File: config.mk
export PLATFORM = sky130hd
export DESIGN_NAME = cache_bank
export DESIGN_NICKNAME = d
export VERILOG_FILES = /design/src/verilog/cache_cfg_pkg.sv /design/src/verilog/cache_msg_pkg.sv /design/src/verilog/bank_decode.sv /design/src/verilog/bank_execute.sv /design/src/verilog/bank_result.sv /design/src/verilog/cache_bank.sv /design/src/verilog/miss_table.sv
export SDC_FILE = /design/constraint.sdc
export NUM_CORES = 2
export LEC_CHECK = 0
export BUFFER_PORTS_ARGS = -buffer_cell sky130_fd_sc_hd__buf_2
export CAP_MARGIN = 20
export CORE_ASPECT_RATIO = 0.5
export CORE_MARGIN = 1
export CORE_UTILIZATION = 58
export CTS_CLUSTER_DIAMETER = 60
export DETAILED_ROUTE_END_ITERATION = 7
export PLACE_DENSITY_LB_ADDON = 0.1
export SETUP_SLACK_MARGIN = 0.05
export SYNTH_ARGS = -nofsm -noshare
export SYNTH_HDL_FRONTEND = slang
export SYNTH_SLANG_ARGS = --single-unit
File: constraint.sdc
create_clock -name clk -period 47.3 [get_ports clk]
set_input_delay 7.095 -clock clk [delete_from_list [all_inputs] [get_ports clk]]
set_output_delay 7.095 -clock clk [all_outputs]
set_load 0.05 [all_outputs]
File: src/verilog/cache_cfg_pkg.sv
package cache_cfg_pkg;

    // Bank geometry
    localparam int WORDS_PER_LINE = 4;
    localparam int NUM_LINES      = 16;
    localparam int LINE_ADDR_BITS = 12;

    // Queue and table sizes
    localparam int MISS_ENTRIES   = 4;
    localparam int CRSQ_DEPTH     = 4;
    localparam int MREQ_DEPTH     = 4;

    typedef logic [31:0]                                     word_t;
    typedef logic [WORDS_PER_LINE*$bits(word_t)-1:0]         line_data_t;
    typedef logic [LINE_ADDR_BITS-1:0]                       line_addr_t;
    // Set index is the low part of the line address
    typedef logic [$clog2(NUM_LINES)-1:0]                    line_idx_t;
    typedef logic [LINE_ADDR_BITS-$clog2(NUM_LINES)-1:0]     line_tag_t;
    typedef logic [$clog2(WORDS_PER_LINE)-1:0]               wsel_t;
    typedef logic [$bits(word_t)/8-1:0]                      byteen_t;
    typedef logic [3:0]                                      core_tag_t;
    typedef logic [$clog2(MISS_ENTRIES)-1:0]                 miss_id_t;

endpackage

File: src/verilog/cache_msg_pkg.sv
package cache_msg_pkg;

    import cache_cfg_pkg::*;

    typedef struct packed {
        logic       rw;
        line_addr_t addr;
        wsel_t      wsel;
        byteen_t    byteen;
        word_t      data;
        core_tag_t  tag;
    } core_req_t;

    typedef struct packed {
        core_tag_t tag;
        word_t     data;
    } core_rsp_t;

    typedef struct packed {
        logic       rw;
        line_addr_t addr;
        miss_id_t   id;
        wsel_t      wsel;
        byteen_t    byteen;
        word_t      data;
    } mem_req_t;

    typedef struct packed {
        miss_id_t   id;
        line_data_t line;
    } mem_rsp_t;

    // Decode to execute
    typedef struct packed {
        logic       valid;
        logic       is_fill;
        logic       is_read;
        logic       is_write;
        line_addr_t addr;
        wsel_t      wsel;
        byteen_t    byteen;
        word_t      data;
        line_data_t line;
        core_tag_t  tag;
        miss_id_t   id;
    } stage_op_t;

    // Execute to result
    // Data carries the read word or the write data
    typedef struct packed {
        logic       rsp_push;
        logic       mreq_push;
        logic       mreq_rw;
        line_addr_t addr;
        miss_id_t   id;
        wsel_t      wsel;
        byteen_t    byteen;
        word_t      data;
        core_tag_t  tag;
    } exec_out_t;

endpackage

File: src/verilog/bank_decode.sv
`timescale 1ns/1ns

module bank_decode import cache_cfg_pkg::*, cache_msg_pkg::*; (
    input  logic       clk,
    input  logic       rst_n,
    input  logic       core_req_valid,
    input  core_req_t  core_req,
    output logic       core_req_ready,
    input  logic       mem_rsp_valid,
    input  mem_rsp_t   mem_rsp,
    output logic       mem_rsp_ready,
    input  logic       stall,
    input  logic       mreq_room,
    input  logic       miss_full,
    input  miss_id_t   miss_free_id,
    output logic       miss_alloc,
    input  line_addr_t fill_addr,
    input  wsel_t      fill_wsel,
    input  core_tag_t  fill_tag,
    output miss_id_t   fill_id,
    output stage_op_t  op
);

    core_req_t buf_req;
    core_req_t cur_req;
    logic      buf_valid;
    logic      buf_next;
    logic      core_fire;
    logic      cur_valid;
    logic      take_core;
    logic      fill_take;
    stage_op_t op_d;
    stage_op_t op_q;
    logic      valid_q;

    // One-entry buffer bypassed when empty
    assign core_fire = core_req_valid && core_req_ready;
    assign cur_valid = buf_valid || core_fire;
    assign cur_req   = buf_valid ? buf_req : core_req;

    assign mem_rsp_ready = !stall;
    assign fill_take     = mem_rsp_valid && !stall;
    assign fill_id       = mem_rsp.id;

    // A read waits while the previous allocation is still being written
    assign take_core = cur_valid && !mem_rsp_valid && !stall && !miss_full && mreq_room
                       && (cur_req.rw || !miss_alloc);
    assign buf_next  = cur_valid && !take_core;

    always_ff @(posedge clk or negedge rst_n) begin
        if (!rst_n) begin
            buf_valid      <= 1'b0;
            core_req_ready <= 1'b0;
            miss_alloc     <= 1'b0;
        end else begin
            buf_valid      <= buf_next;
            core_req_ready <= !buf_next;
            miss_alloc     <= take_core && !cur_req.rw;
        end
    end

    always_ff @(posedge clk) begin
        if (core_fire) begin
            buf_req <= core_req;
        end
    end

    always_comb begin
        op_d          = op_q;
        op_d.valid    = fill_take || take_core;
        op_d.is_fill  = fill_take;
        op_d.is_read  = !fill_take && !cur_req.rw;
        op_d.is_write = !fill_take && cur_req.rw;
        op_d.addr     = fill_take ? fill_addr : cur_req.addr;
        op_d.wsel     = fill_take ? fill_wsel : cur_req.wsel;
        op_d.byteen   = cur_req.byteen;
        op_d.data     = cur_req.data;
        op_d.line     = mem_rsp.line;
        op_d.tag      = fill_take ? fill_tag : cur_req.tag;
        op_d.id       = fill_take ? mem_rsp.id : miss_free_id;
    end

    // Stage 0
    always_ff @(posedge clk or negedge rst_n) begin
        if (!rst_n) begin
            valid_q <= 1'b0;
        end else if (!stall) begin
            valid_q <= op_d.valid;
        end
    end

    always_ff @(posedge clk) begin
        if (!stall) begin
            op_q <= op_d;
        end else if (miss_alloc) begin
            op_q.id <= miss_free_id;
        end
    end

    // Read id is fixed in the cycle its entry is written
    always_comb begin
        op       = op_q;
        op.valid = valid_q;
        if (miss_alloc) begin
            op.id = miss_free_id;
        end
    end

endmodule

File: src/verilog/bank_execute.sv
`timescale 1ns/1ns

module bank_execute import cache_cfg_pkg::*, cache_msg_pkg::*; (
    input  logic      clk,
    input  logic      rst_n,
    input  stage_op_t op,
    input  logic      stall,
    output logic      release_valid,
    output miss_id_t  release_id,
    output exec_out_t result
);

    line_tag_t                      tag_mem  [NUM_LINES];
    line_data_t                     data_mem [NUM_LINES];
    logic [NUM_LINES-1:0]           line_valid;

    line_idx_t                      idx;
    line_tag_t                      ltag;
    logic                           hit;
    logic                           do_read;
    logic                           do_write;
    logic                           do_fill;
    word_t [WORDS_PER_LINE-1:0]     rd_words;
    word_t [WORDS_PER_LINE-1:0]     fill_words;
    word_t [WORDS_PER_LINE-1:0]     wr_words;
    exec_out_t                      res_d;
    exec_out_t                      res_q;
    logic                           rsp_q;
    logic                           mreq_q;
    logic                           rel_q;

    assign idx  = op.addr[$bits(line_idx_t)-1:0];
    assign ltag = op.addr[LINE_ADDR_BITS-1:$bits(line_idx_t)];
    assign hit  = line_valid[idx] && (tag_mem[idx] == ltag);

    assign do_read  = op.valid && op.is_read;
    assign do_write = op.valid && op.is_write;
    assign do_fill  = op.valid && op.is_fill;

    assign rd_words   = data_mem[idx];
    assign fill_words = op.line;

    // Byte merge for a write hit
    always_comb begin
        wr_words = rd_words;
        for (int b = 0; b < $bits(byteen_t); b++) begin
            if (op.byteen[b]) begin
                wr_words[op.wsel][b*8 +: 8] = op.data[b*8 +: 8];
            end
        end
    end

    always_ff @(posedge clk or negedge rst_n) begin
        if (!rst_n) begin
            line_valid <= '0;
        end else if (!stall && do_fill) begin
            line_valid[idx] <= 1'b1;
        end
    end

    always_ff @(posedge clk) begin
        if (!stall) begin
            if (do_fill) begin
                tag_mem[idx]  <= ltag;
                data_mem[idx] <= op.line;
            end else if (do_write && hit) begin
                data_mem[idx] <= wr_words;
            end
        end
    end

    // Fill answers the waiting read straight from the line
    always_comb begin
        res_d           = res_q;
        res_d.rsp_push  = do_fill || (do_read && hit);
        res_d.mreq_push = (do_read && !hit) || do_write;
        res_d.mreq_rw   = do_write;
        res_d.addr      = op.addr;
        res_d.id        = op.id;
        res_d.wsel      = op.wsel;
        res_d.byteen    = op.byteen;
        res_d.tag       = op.tag;
        if (do_write) begin
            res_d.data = op.data;
        end else if (do_fill) begin
            res_d.data = fill_words[op.wsel];
        end else begin
            res_d.data = rd_words[op.wsel];
        end
    end

    // Stage 1
    always_ff @(posedge clk or negedge rst_n) begin
        if (!rst_n) begin
            rsp_q  <= 1'b0;
            mreq_q <= 1'b0;
            rel_q  <= 1'b0;
        end else if (!stall) begin
            rsp_q  <= res_d.rsp_push;
            mreq_q <= res_d.mreq_push;
            rel_q  <= do_fill || (do_read && hit);
        end
    end

    always_ff @(posedge clk) begin
        if (!stall) begin
            res_q <= res_d;
        end
    end

    always_comb begin
        result           = res_q;
        result.rsp_push  = rsp_q;
        result.mreq_push = mreq_q;
    end

    // Entry is freed when stage 1 moves on
    assign release_valid = rel_q && !stall;
    assign release_id    = res_q.id;

endmodule

File: src/verilog/bank_result.sv
`timescale 1ns/1ns

module bank_result import cache_cfg_pkg::*, cache_msg_pkg::*; (
    input  logic      clk,
    input  logic      rst_n,
    input  exec_out_t result,
    output logic      stall,
    output logic      mreq_room,
    output logic      core_rsp_valid,
    output core_rsp_t core_rsp,
    input  logic      core_rsp_ready,
    output logic      mem_req_valid,
    output mem_req_t  mem_req,
    input  logic      mem_req_ready
);

    typedef logic [$clog2(CRSQ_DEPTH)-1:0]   crsq_ptr_t;
    typedef logic [$clog2(CRSQ_DEPTH+1)-1:0] crsq_cnt_t;
    typedef logic [$clog2(MREQ_DEPTH)-1:0]   mreq_ptr_t;
    typedef logic [$clog2(MREQ_DEPTH+1)-1:0] mreq_cnt_t;

    core_rsp_t crsq_mem [CRSQ_DEPTH];
    crsq_ptr_t crsq_wp;
    crsq_ptr_t crsq_rp;
    crsq_cnt_t crsq_cnt;
    logic      crsq_push;
    logic      crsq_pop;
    logic      crsq_full;

    mem_req_t  mreq_mem [MREQ_DEPTH];
    mreq_ptr_t mreq_wp;
    mreq_ptr_t mreq_rp;
    mreq_cnt_t mreq_cnt;
    logic      mreq_push;
    logic      mreq_pop;

    assign crsq_full = (crsq_cnt == crsq_cnt_t'(CRSQ_DEPTH));
    assign stall     = result.rsp_push && crsq_full;
    assign crsq_push = result.rsp_push && !stall;
    assign crsq_pop  = core_rsp_valid && core_rsp_ready;
    assign mreq_push = result.mreq_push && !stall;
    assign mreq_pop  = mem_req_valid && mem_req_ready;

    // Stage 1 push counts as taken so stage 0 and a new request always fit
    assign mreq_room = result.mreq_push ? (mreq_cnt < mreq_cnt_t'(MREQ_DEPTH - 2))
                                        : (mreq_cnt < mreq_cnt_t'(MREQ_DEPTH - 1));

    // Core response FIFO
    always_ff @(posedge clk or negedge rst_n) begin
        if (!rst_n) begin
            crsq_wp  <= '0;
            crsq_rp  <= '0;
            crsq_cnt <= '0;
        end else begin
            if (crsq_push) begin
                crsq_wp <= (crsq_wp == crsq_ptr_t'(CRSQ_DEPTH - 1)) ? '0 : crsq_wp + 1'b1;
            end
            if (crsq_pop) begin
                crsq_rp <= (crsq_rp == crsq_ptr_t'(CRSQ_DEPTH - 1)) ? '0 : crsq_rp + 1'b1;
            end
            if (crsq_push && !crsq_pop) begin
                crsq_cnt <= crsq_cnt + 1'b1;
            end else if (!crsq_push && crsq_pop) begin
                crsq_cnt <= crsq_cnt - 1'b1;
            end
        end
    end

    always_ff @(posedge clk) begin
        if (crsq_push) begin
            crsq_mem[crsq_wp] <= '{tag: result.tag, data: result.data};
        end
    end

    assign core_rsp_valid = (crsq_cnt != '0);
    assign core_rsp       = crsq_mem[crsq_rp];

    // Memory request FIFO
    always_ff @(posedge clk or negedge rst_n) begin
        if (!rst_n) begin
            mreq_wp  <= '0;
            mreq_rp  <= '0;
            mreq_cnt <= '0;
        end else begin
            if (mreq_push) begin
                mreq_wp <= (mreq_wp == mreq_ptr_t'(MREQ_DEPTH - 1)) ? '0 : mreq_wp + 1'b1;
            end
            if (mreq_pop) begin
                mreq_rp <= (mreq_rp == mreq_ptr_t'(MREQ_DEPTH - 1)) ? '0 : mreq_rp + 1'b1;
            end
            if (mreq_push && !mreq_pop) begin
                mreq_cnt <= mreq_cnt + 1'b1;
            end else if (!mreq_push && mreq_pop) begin
                mreq_cnt <= mreq_cnt - 1'b1;
            end
        end
    end

    always_ff @(posedge clk) begin
        if (mreq_push) begin
            mreq_mem[mreq_wp] <= '{rw: result.mreq_rw, addr: result.addr, id: result.id,
                                   wsel: result.wsel, byteen: result.byteen,
                                   data: result.data};
        end
    end

    assign mem_req_valid = (mreq_cnt != '0);
    assign mem_req       = mreq_mem[mreq_rp];

endmodule

File: src/verilog/cache_bank.sv
`timescale 1ns/1ns

module cache_bank import cache_cfg_pkg::*, cache_msg_pkg::*; (
    input  logic      clk,
    input  logic      rst_n,
    input  logic      core_req_valid,
    input  core_req_t core_req,
    output logic      core_req_ready,
    output logic      core_rsp_valid,
    output core_rsp_t core_rsp,
    input  logic      core_rsp_ready,
    output logic      mem_req_valid,
    output mem_req_t  mem_req,
    input  logic      mem_req_ready,
    input  logic      mem_rsp_valid,
    input  mem_rsp_t  mem_rsp,
    output logic      mem_rsp_ready
);

    stage_op_t  stage_op;
    exec_out_t  exec_res;
    logic       stall;
    logic       mreq_room;
    logic       miss_alloc;
    logic       miss_full;
    miss_id_t   miss_free_id;
    miss_id_t   fill_id;
    line_addr_t fill_addr;
    wsel_t      fill_wsel;
    core_tag_t  fill_tag;
    logic       release_valid;
    miss_id_t   release_id;

    bank_decode u_decode (
        .clk            (clk),
        .rst_n          (rst_n),
        .core_req_valid (core_req_valid),
        .core_req       (core_req),
        .core_req_ready (core_req_ready),
        .mem_rsp_valid  (mem_rsp_valid),
        .mem_rsp        (mem_rsp),
        .mem_rsp_ready  (mem_rsp_ready),
        .stall          (stall),
        .mreq_room      (mreq_room),
        .miss_full      (miss_full),
        .miss_free_id   (miss_free_id),
        .miss_alloc     (miss_alloc),
        .fill_addr      (fill_addr),
        .fill_wsel      (fill_wsel),
        .fill_tag       (fill_tag),
        .fill_id        (fill_id),
        .op             (stage_op)
    );

    bank_execute u_execute (
        .clk           (clk),
        .rst_n         (rst_n),
        .op            (stage_op),
        .stall         (stall),
        .release_valid (release_valid),
        .release_id    (release_id),
        .result        (exec_res)
    );

    // Allocation takes the read held in stage 0
    miss_table u_miss_table (
        .clk           (clk),
        .rst_n         (rst_n),
        .alloc         (miss_alloc),
        .alloc_addr    (stage_op.addr),
        .alloc_wsel    (stage_op.wsel),
        .alloc_tag     (stage_op.tag),
        .free_id       (miss_free_id),
        .full          (miss_full),
        .lookup_id     (fill_id),
        .lookup_addr   (fill_addr),
        .lookup_wsel   (fill_wsel),
        .lookup_tag    (fill_tag),
        .release_valid (release_valid),
        .release_id    (release_id)
    );

    bank_result u_result (
        .clk            (clk),
        .rst_n          (rst_n),
        .result         (exec_res),
        .stall          (stall),
        .mreq_room      (mreq_room),
        .core_rsp_valid (core_rsp_valid),
        .core_rsp       (core_rsp),
        .core_rsp_ready (core_rsp_ready),
        .mem_req_valid  (mem_req_valid),
        .mem_req        (mem_req),
        .mem_req_ready  (mem_req_ready)
    );

endmodule

File: src/verilog/miss_table.sv
`timescale 1ns/1ns

module miss_table import cache_cfg_pkg::*; (
    input  logic       clk,
    input  logic       rst_n,
    input  logic       alloc,
    input  line_addr_t alloc_addr,
    input  wsel_t      alloc_wsel,
    input  core_tag_t  alloc_tag,
    output miss_id_t   free_id,
    output logic       full,
    input  miss_id_t   lookup_id,
    output line_addr_t lookup_addr,
    output wsel_t      lookup_wsel,
    output core_tag_t  lookup_tag,
    input  logic       release_valid,
    input  miss_id_t   release_id
);

    logic [MISS_ENTRIES-1:0] ent_valid;
    line_addr_t              ent_addr [MISS_ENTRIES];
    wsel_t                   ent_wsel [MISS_ENTRIES];
    core_tag_t               ent_tag  [MISS_ENTRIES];

    // Lowest free entry wins
    always_comb begin
        free_id = '0;
        for (int i = MISS_ENTRIES - 1; i >= 0; i--) begin
            if (!ent_valid[i]) begin
                free_id = miss_id_t'(i);
            end
        end
    end

    assign full = &ent_valid;

    always_ff @(posedge clk or negedge rst_n) begin
        if (!rst_n) begin
            ent_valid <= '0;
        end else begin
            if (alloc) begin
                ent_valid[free_id] <= 1'b1;
            end
            if (release_valid) begin
                ent_valid[release_id] <= 1'b0;
            end
        end
    end

    always_ff @(posedge clk) begin
        if (alloc) begin
            ent_addr[free_id] <= alloc_addr;
            ent_wsel[free_id] <= alloc_wsel;
            ent_tag[free_id]  <= alloc_tag;
        end
    end

    assign lookup_addr = ent_addr[lookup_id];
    assign lookup_wsel = ent_wsel[lookup_id];
    assign lookup_tag  = ent_tag[lookup_id];

endmodule
==> run metrics <==
Die Wd=631 microns; peak ir drop on the vdd network=0.0360 mV; Final Max Slew Viols=0; largest clock skew in the final design=0.0437 ns; ratio of final minimum period to clock period=0.217; final core utilization=0.649; Cell Chain, Critical Path=buf_4 -> mux4_2 -> buf_2; Synth Cell Area=0.115 sq mm; overall global routing resource usage=0.283; CP required=40.20 ns; startpoint kind of the worst setup timing path=flip-flop; Die Outline Area=0.200 sq mm; worst-case clock buffer depth=4; sink count of the clock tree=2947; Seq cells post-synth=2947; classification of the worst setup path=reg2out; hold-fix buffer count after cts=0; via count of the first global-routing pass=54500; synthesized area per cell=23.3 sq um; highest clock frequency the design can meet=97.4 MHz; setup repair after global routing missed its margin=no; number of distinct library cell variants in the gate-level netlist after synthesis=54; post-CTS setup repair buffer count=0; Routability Congestion=0.792; remaining global-route overflow=0; Hold Vio Cnt, Final=0; WL final=281000 microns; maximum number of pins on one net before global-route repair=125; starting DRC count in detailed routing=6670; number of buffers added by the clock tree synthesis step=247; IO Pins=284; number of nets in the finished design=5537; fin cells=8176; synth-to-layout area growth=11.0%; residual DRC count=0; highest fanout seen on the critical path=35; start point of the worst hold path=u_execute.line_valid[12]; sum of negative setup slack=0 ns; port bufs=283; insertion delay to the later sink of the worst-skew pair=0.89 ns; Synthesized Nets=5136; CP Capture Type=output pin; Rows=115; core region area=0.197 sq mm; run status=completed; drt pass-1 iters=7; clock network fraction of design power=0.270; EDFF count, synth=2901; vertical die dimension=317 microns; leakage power=40.8 nW; share of total power in sequential cells=0.466; antenna violations before repair=27; number of warnings reported in the yosys synthesis log=0; count of final setup violators=0; post-DR vias/cell=6.64; Worst Max-Slew Pin Slew=1.23 ns; first-pass GRT wire length=399000 microns; clock-pin transition on the worst setup and hold timing paths=0.07 ns; delay of the slowest cell on the worst path=0.69 ns; maxcap violations=0; Seq. cell area=0.0883 sq mm; Internal Power=0.00513 W; power spent charging and discharging nets=0.00229 W; Cell Count Post-Placement=7710; routed vias=54300; cell count after synthesis=4931; prevailing post-synth register cell=edfxtp_1; fraction of synthesis flops using an asynchronous set or reset pin=0.0136; cell chosen for the clock root=clkbuf_16; areal power density over the cells=58.1 mW/mm^2; Worst Path Arrival=3.17 ns; share of layout cells above drive strength 1=0.345; Initial Utilization=0.584; TritonCTS clock tree=done; post-detail-place hpwl=153000 microns; H-tree Lvls=4; path class of the lowest-slack min-delay path=reg2reg; sequential share of the synthesized area=0.768; area of the multi-input gates=0.0256 sq mm; start point of the critical path=u_result.mreq_rp[0]; Post-CTS Resized=0; routed length per placed instance=34.3 microns; minimum clock period after layout=10.27 ns; max_slew headroom=0.175; net switching share of the total power=0.308; Detail Route Antenna Nets=0; worst-path cell with the longest stage delay=dfrtp_4; total of fill cells in the finished design=12600; combinational group share of total power=0.264
## metal layers
| layer | part of all wire | up-vias | routed length (microns) | track usage |
|---|---|---|---|---|
| met1 | 0.40 | 29500 | 114000 | 0.416 |
| met5 | 0.00033 | - | 92 | 0 |
| met4 | 0.025 | 14 | 7080 | 0.0699 |
| met3 | 0.094 | 397 | 26500 | 0.0587 |
| met2 | 0.48 | 2638 | 133000 | 0.445 |
| li1 | - | 21800 | - | - |
## path summary, 6_finish.rpt
path                                                 end  slack [ns]  cells after the start
worst max-delay path                         mem_req[20]       37.03                      3
worst min-delay path            u_execute.line_valid[12]        0.47                      1
worst max register to register      u_execute.result[18]       39.12                     14
worst min register to register  u_execute.line_valid[12]        0.47                      1
max in group asynchronous            u_result.mreq_rp[0]       40.17                      1
min in group asynchronous            u_result.mreq_wp[1]        6.38                      1
## worst max-delay path, delay by kind of cell (launching register included)
family | cells | cell delay [ns]
DFF | 1 | 0.69
muxes | 1 | 0.64
buffers and inverters | 2 | 0.90
## synthesized netlist by cell type, types with 6 or more instances
cell,instances,share of area
a211oi_1,37,0.0024
a21oi_1,58,0.0025
a221oi_1,17,0.0013
and2_1,8,0.00044
and3_1,12,0.00065
buf_1,34,0.0011
buf_2,105,0.0046
buf_4,9,0.00059
buf_6,10,0.00098
clkbuf_1,98,0.0032
dfrtp_1,40,0.0087
dfxtp_1,6,0.0010
edfxtp_1,2901,0.76
ha_1,12,0.0013
inv_1,15,0.00049
mux2_2,280,0.027
mux2_4,41,0.0054
mux2i_1,109,0.0095
mux4_2,783,0.15
nand2_1,96,0.0031
nand3_1,12,0.00052
nor2_1,49,0.0016
nor2b_1,42,0.0023
o21ai_0,73,0.0032
or2_2,17,0.00093
or3_1,6,0.00033
xnor2_1,6,0.00046
xor2_1,12,0.00091
## placed cells by master, fill, tap and decap left out, types with 17 or more instances in the layout
cell,Yosys,layout
edfxtp_1,2901,2901
mux4_2,783,783
buf_2,105,283
mux2_2,280,280
clkbuf_16,0,251
mux2i_1,109,109
buf_4,9,106
nand2_1,96,96
clkinv_1,0,66
o21ai_0,73,56
nor2_1,49,48
a21oi_1,58,47
clkbuf_1,98,47
clkinv_2,0,43
nor2b_1,42,42
mux2_4,41,41
dfrtp_1,40,35
a211oi_1,37,33
bufinv_16,0,20
a221oi_1,17,17
or2_2,17,17
buf_12,0,17
## power by group through the flow
stage	logic, W	clock network (W)	registers, W
CTS	0.00197	0.00202	0.00346
global placement	0.00193	0	0.00349
detailed placement	0.00196	0	0.00351
finish	0.00196	0.00200	0.00346
floorplan	0.00138	0	0.00342
global route	0.00207	0.00212	0.00348
## layout make-up
type	instances	share of cell area
Sequential cell	2947	0.692
Inverter	16	0.000549
Tap cell	2632	0.0258
Antenna cell	12	0.000235
Clock inverter	146	0.00942
Timing Repair Buffer	409	0.0203
Clock buffer	303	0.0512
Multi-Input combinational cell	1711	0.201
## stage by stage
| step | hold slack, ns | worst slack, ns | cell area, sq um | total power [W] |
|---|---|---|---|---|
| 6_report | 0.471 | 37.03 | 128000 | 0.00742 |
| 5_1_grt | 0.483 | 36.81 | 128000 | 0.00767 |
| 4_1_cts | 0.471 | 36.90 | 127000 | 0.00745 |
| 3_5_place_dp | 0.450 | 37.85 | 120000 | 0.00547 |
| 3_3_place_gp | 0.446 | 37.88 | 120000 | 0.00543 |
| 2_1_floorplan | 0.434 | 30.40 | 115000 | 0.00480 |
## sequential cells by signal (all words and copies together), names as in the netlist, 3 cells and up, named ones only
register                flops
u_result.mreq_cnt           3
u_miss_table.ent_addr      48
u_execute.data_mem       2048
u_execute.line_valid       16
u_decode.op               185
u_result.mreq_mem         212
u_execute.result           55
u_result.crsq_cnt           3
u_decode.buf_req           55
u_miss_table.ent_tag       16
u_result.crsq_mem         144
u_miss_table.ent_wsel       8
u_miss_table.ent_valid      4
u_execute.tag_mem         128
## logic make-up after synthesis
group,count (synthesis),share of synthesized area
xor+xnor,18,0.00137
simple gates,259,0.0109
buf+inv,273,0.0111
fa+ha+maj,14,0.00166
flops,2947,0.768
mux,1214,0.196
compound gates,206,0.0110
No activity file was read; power rests on OpenSTA's default activity.
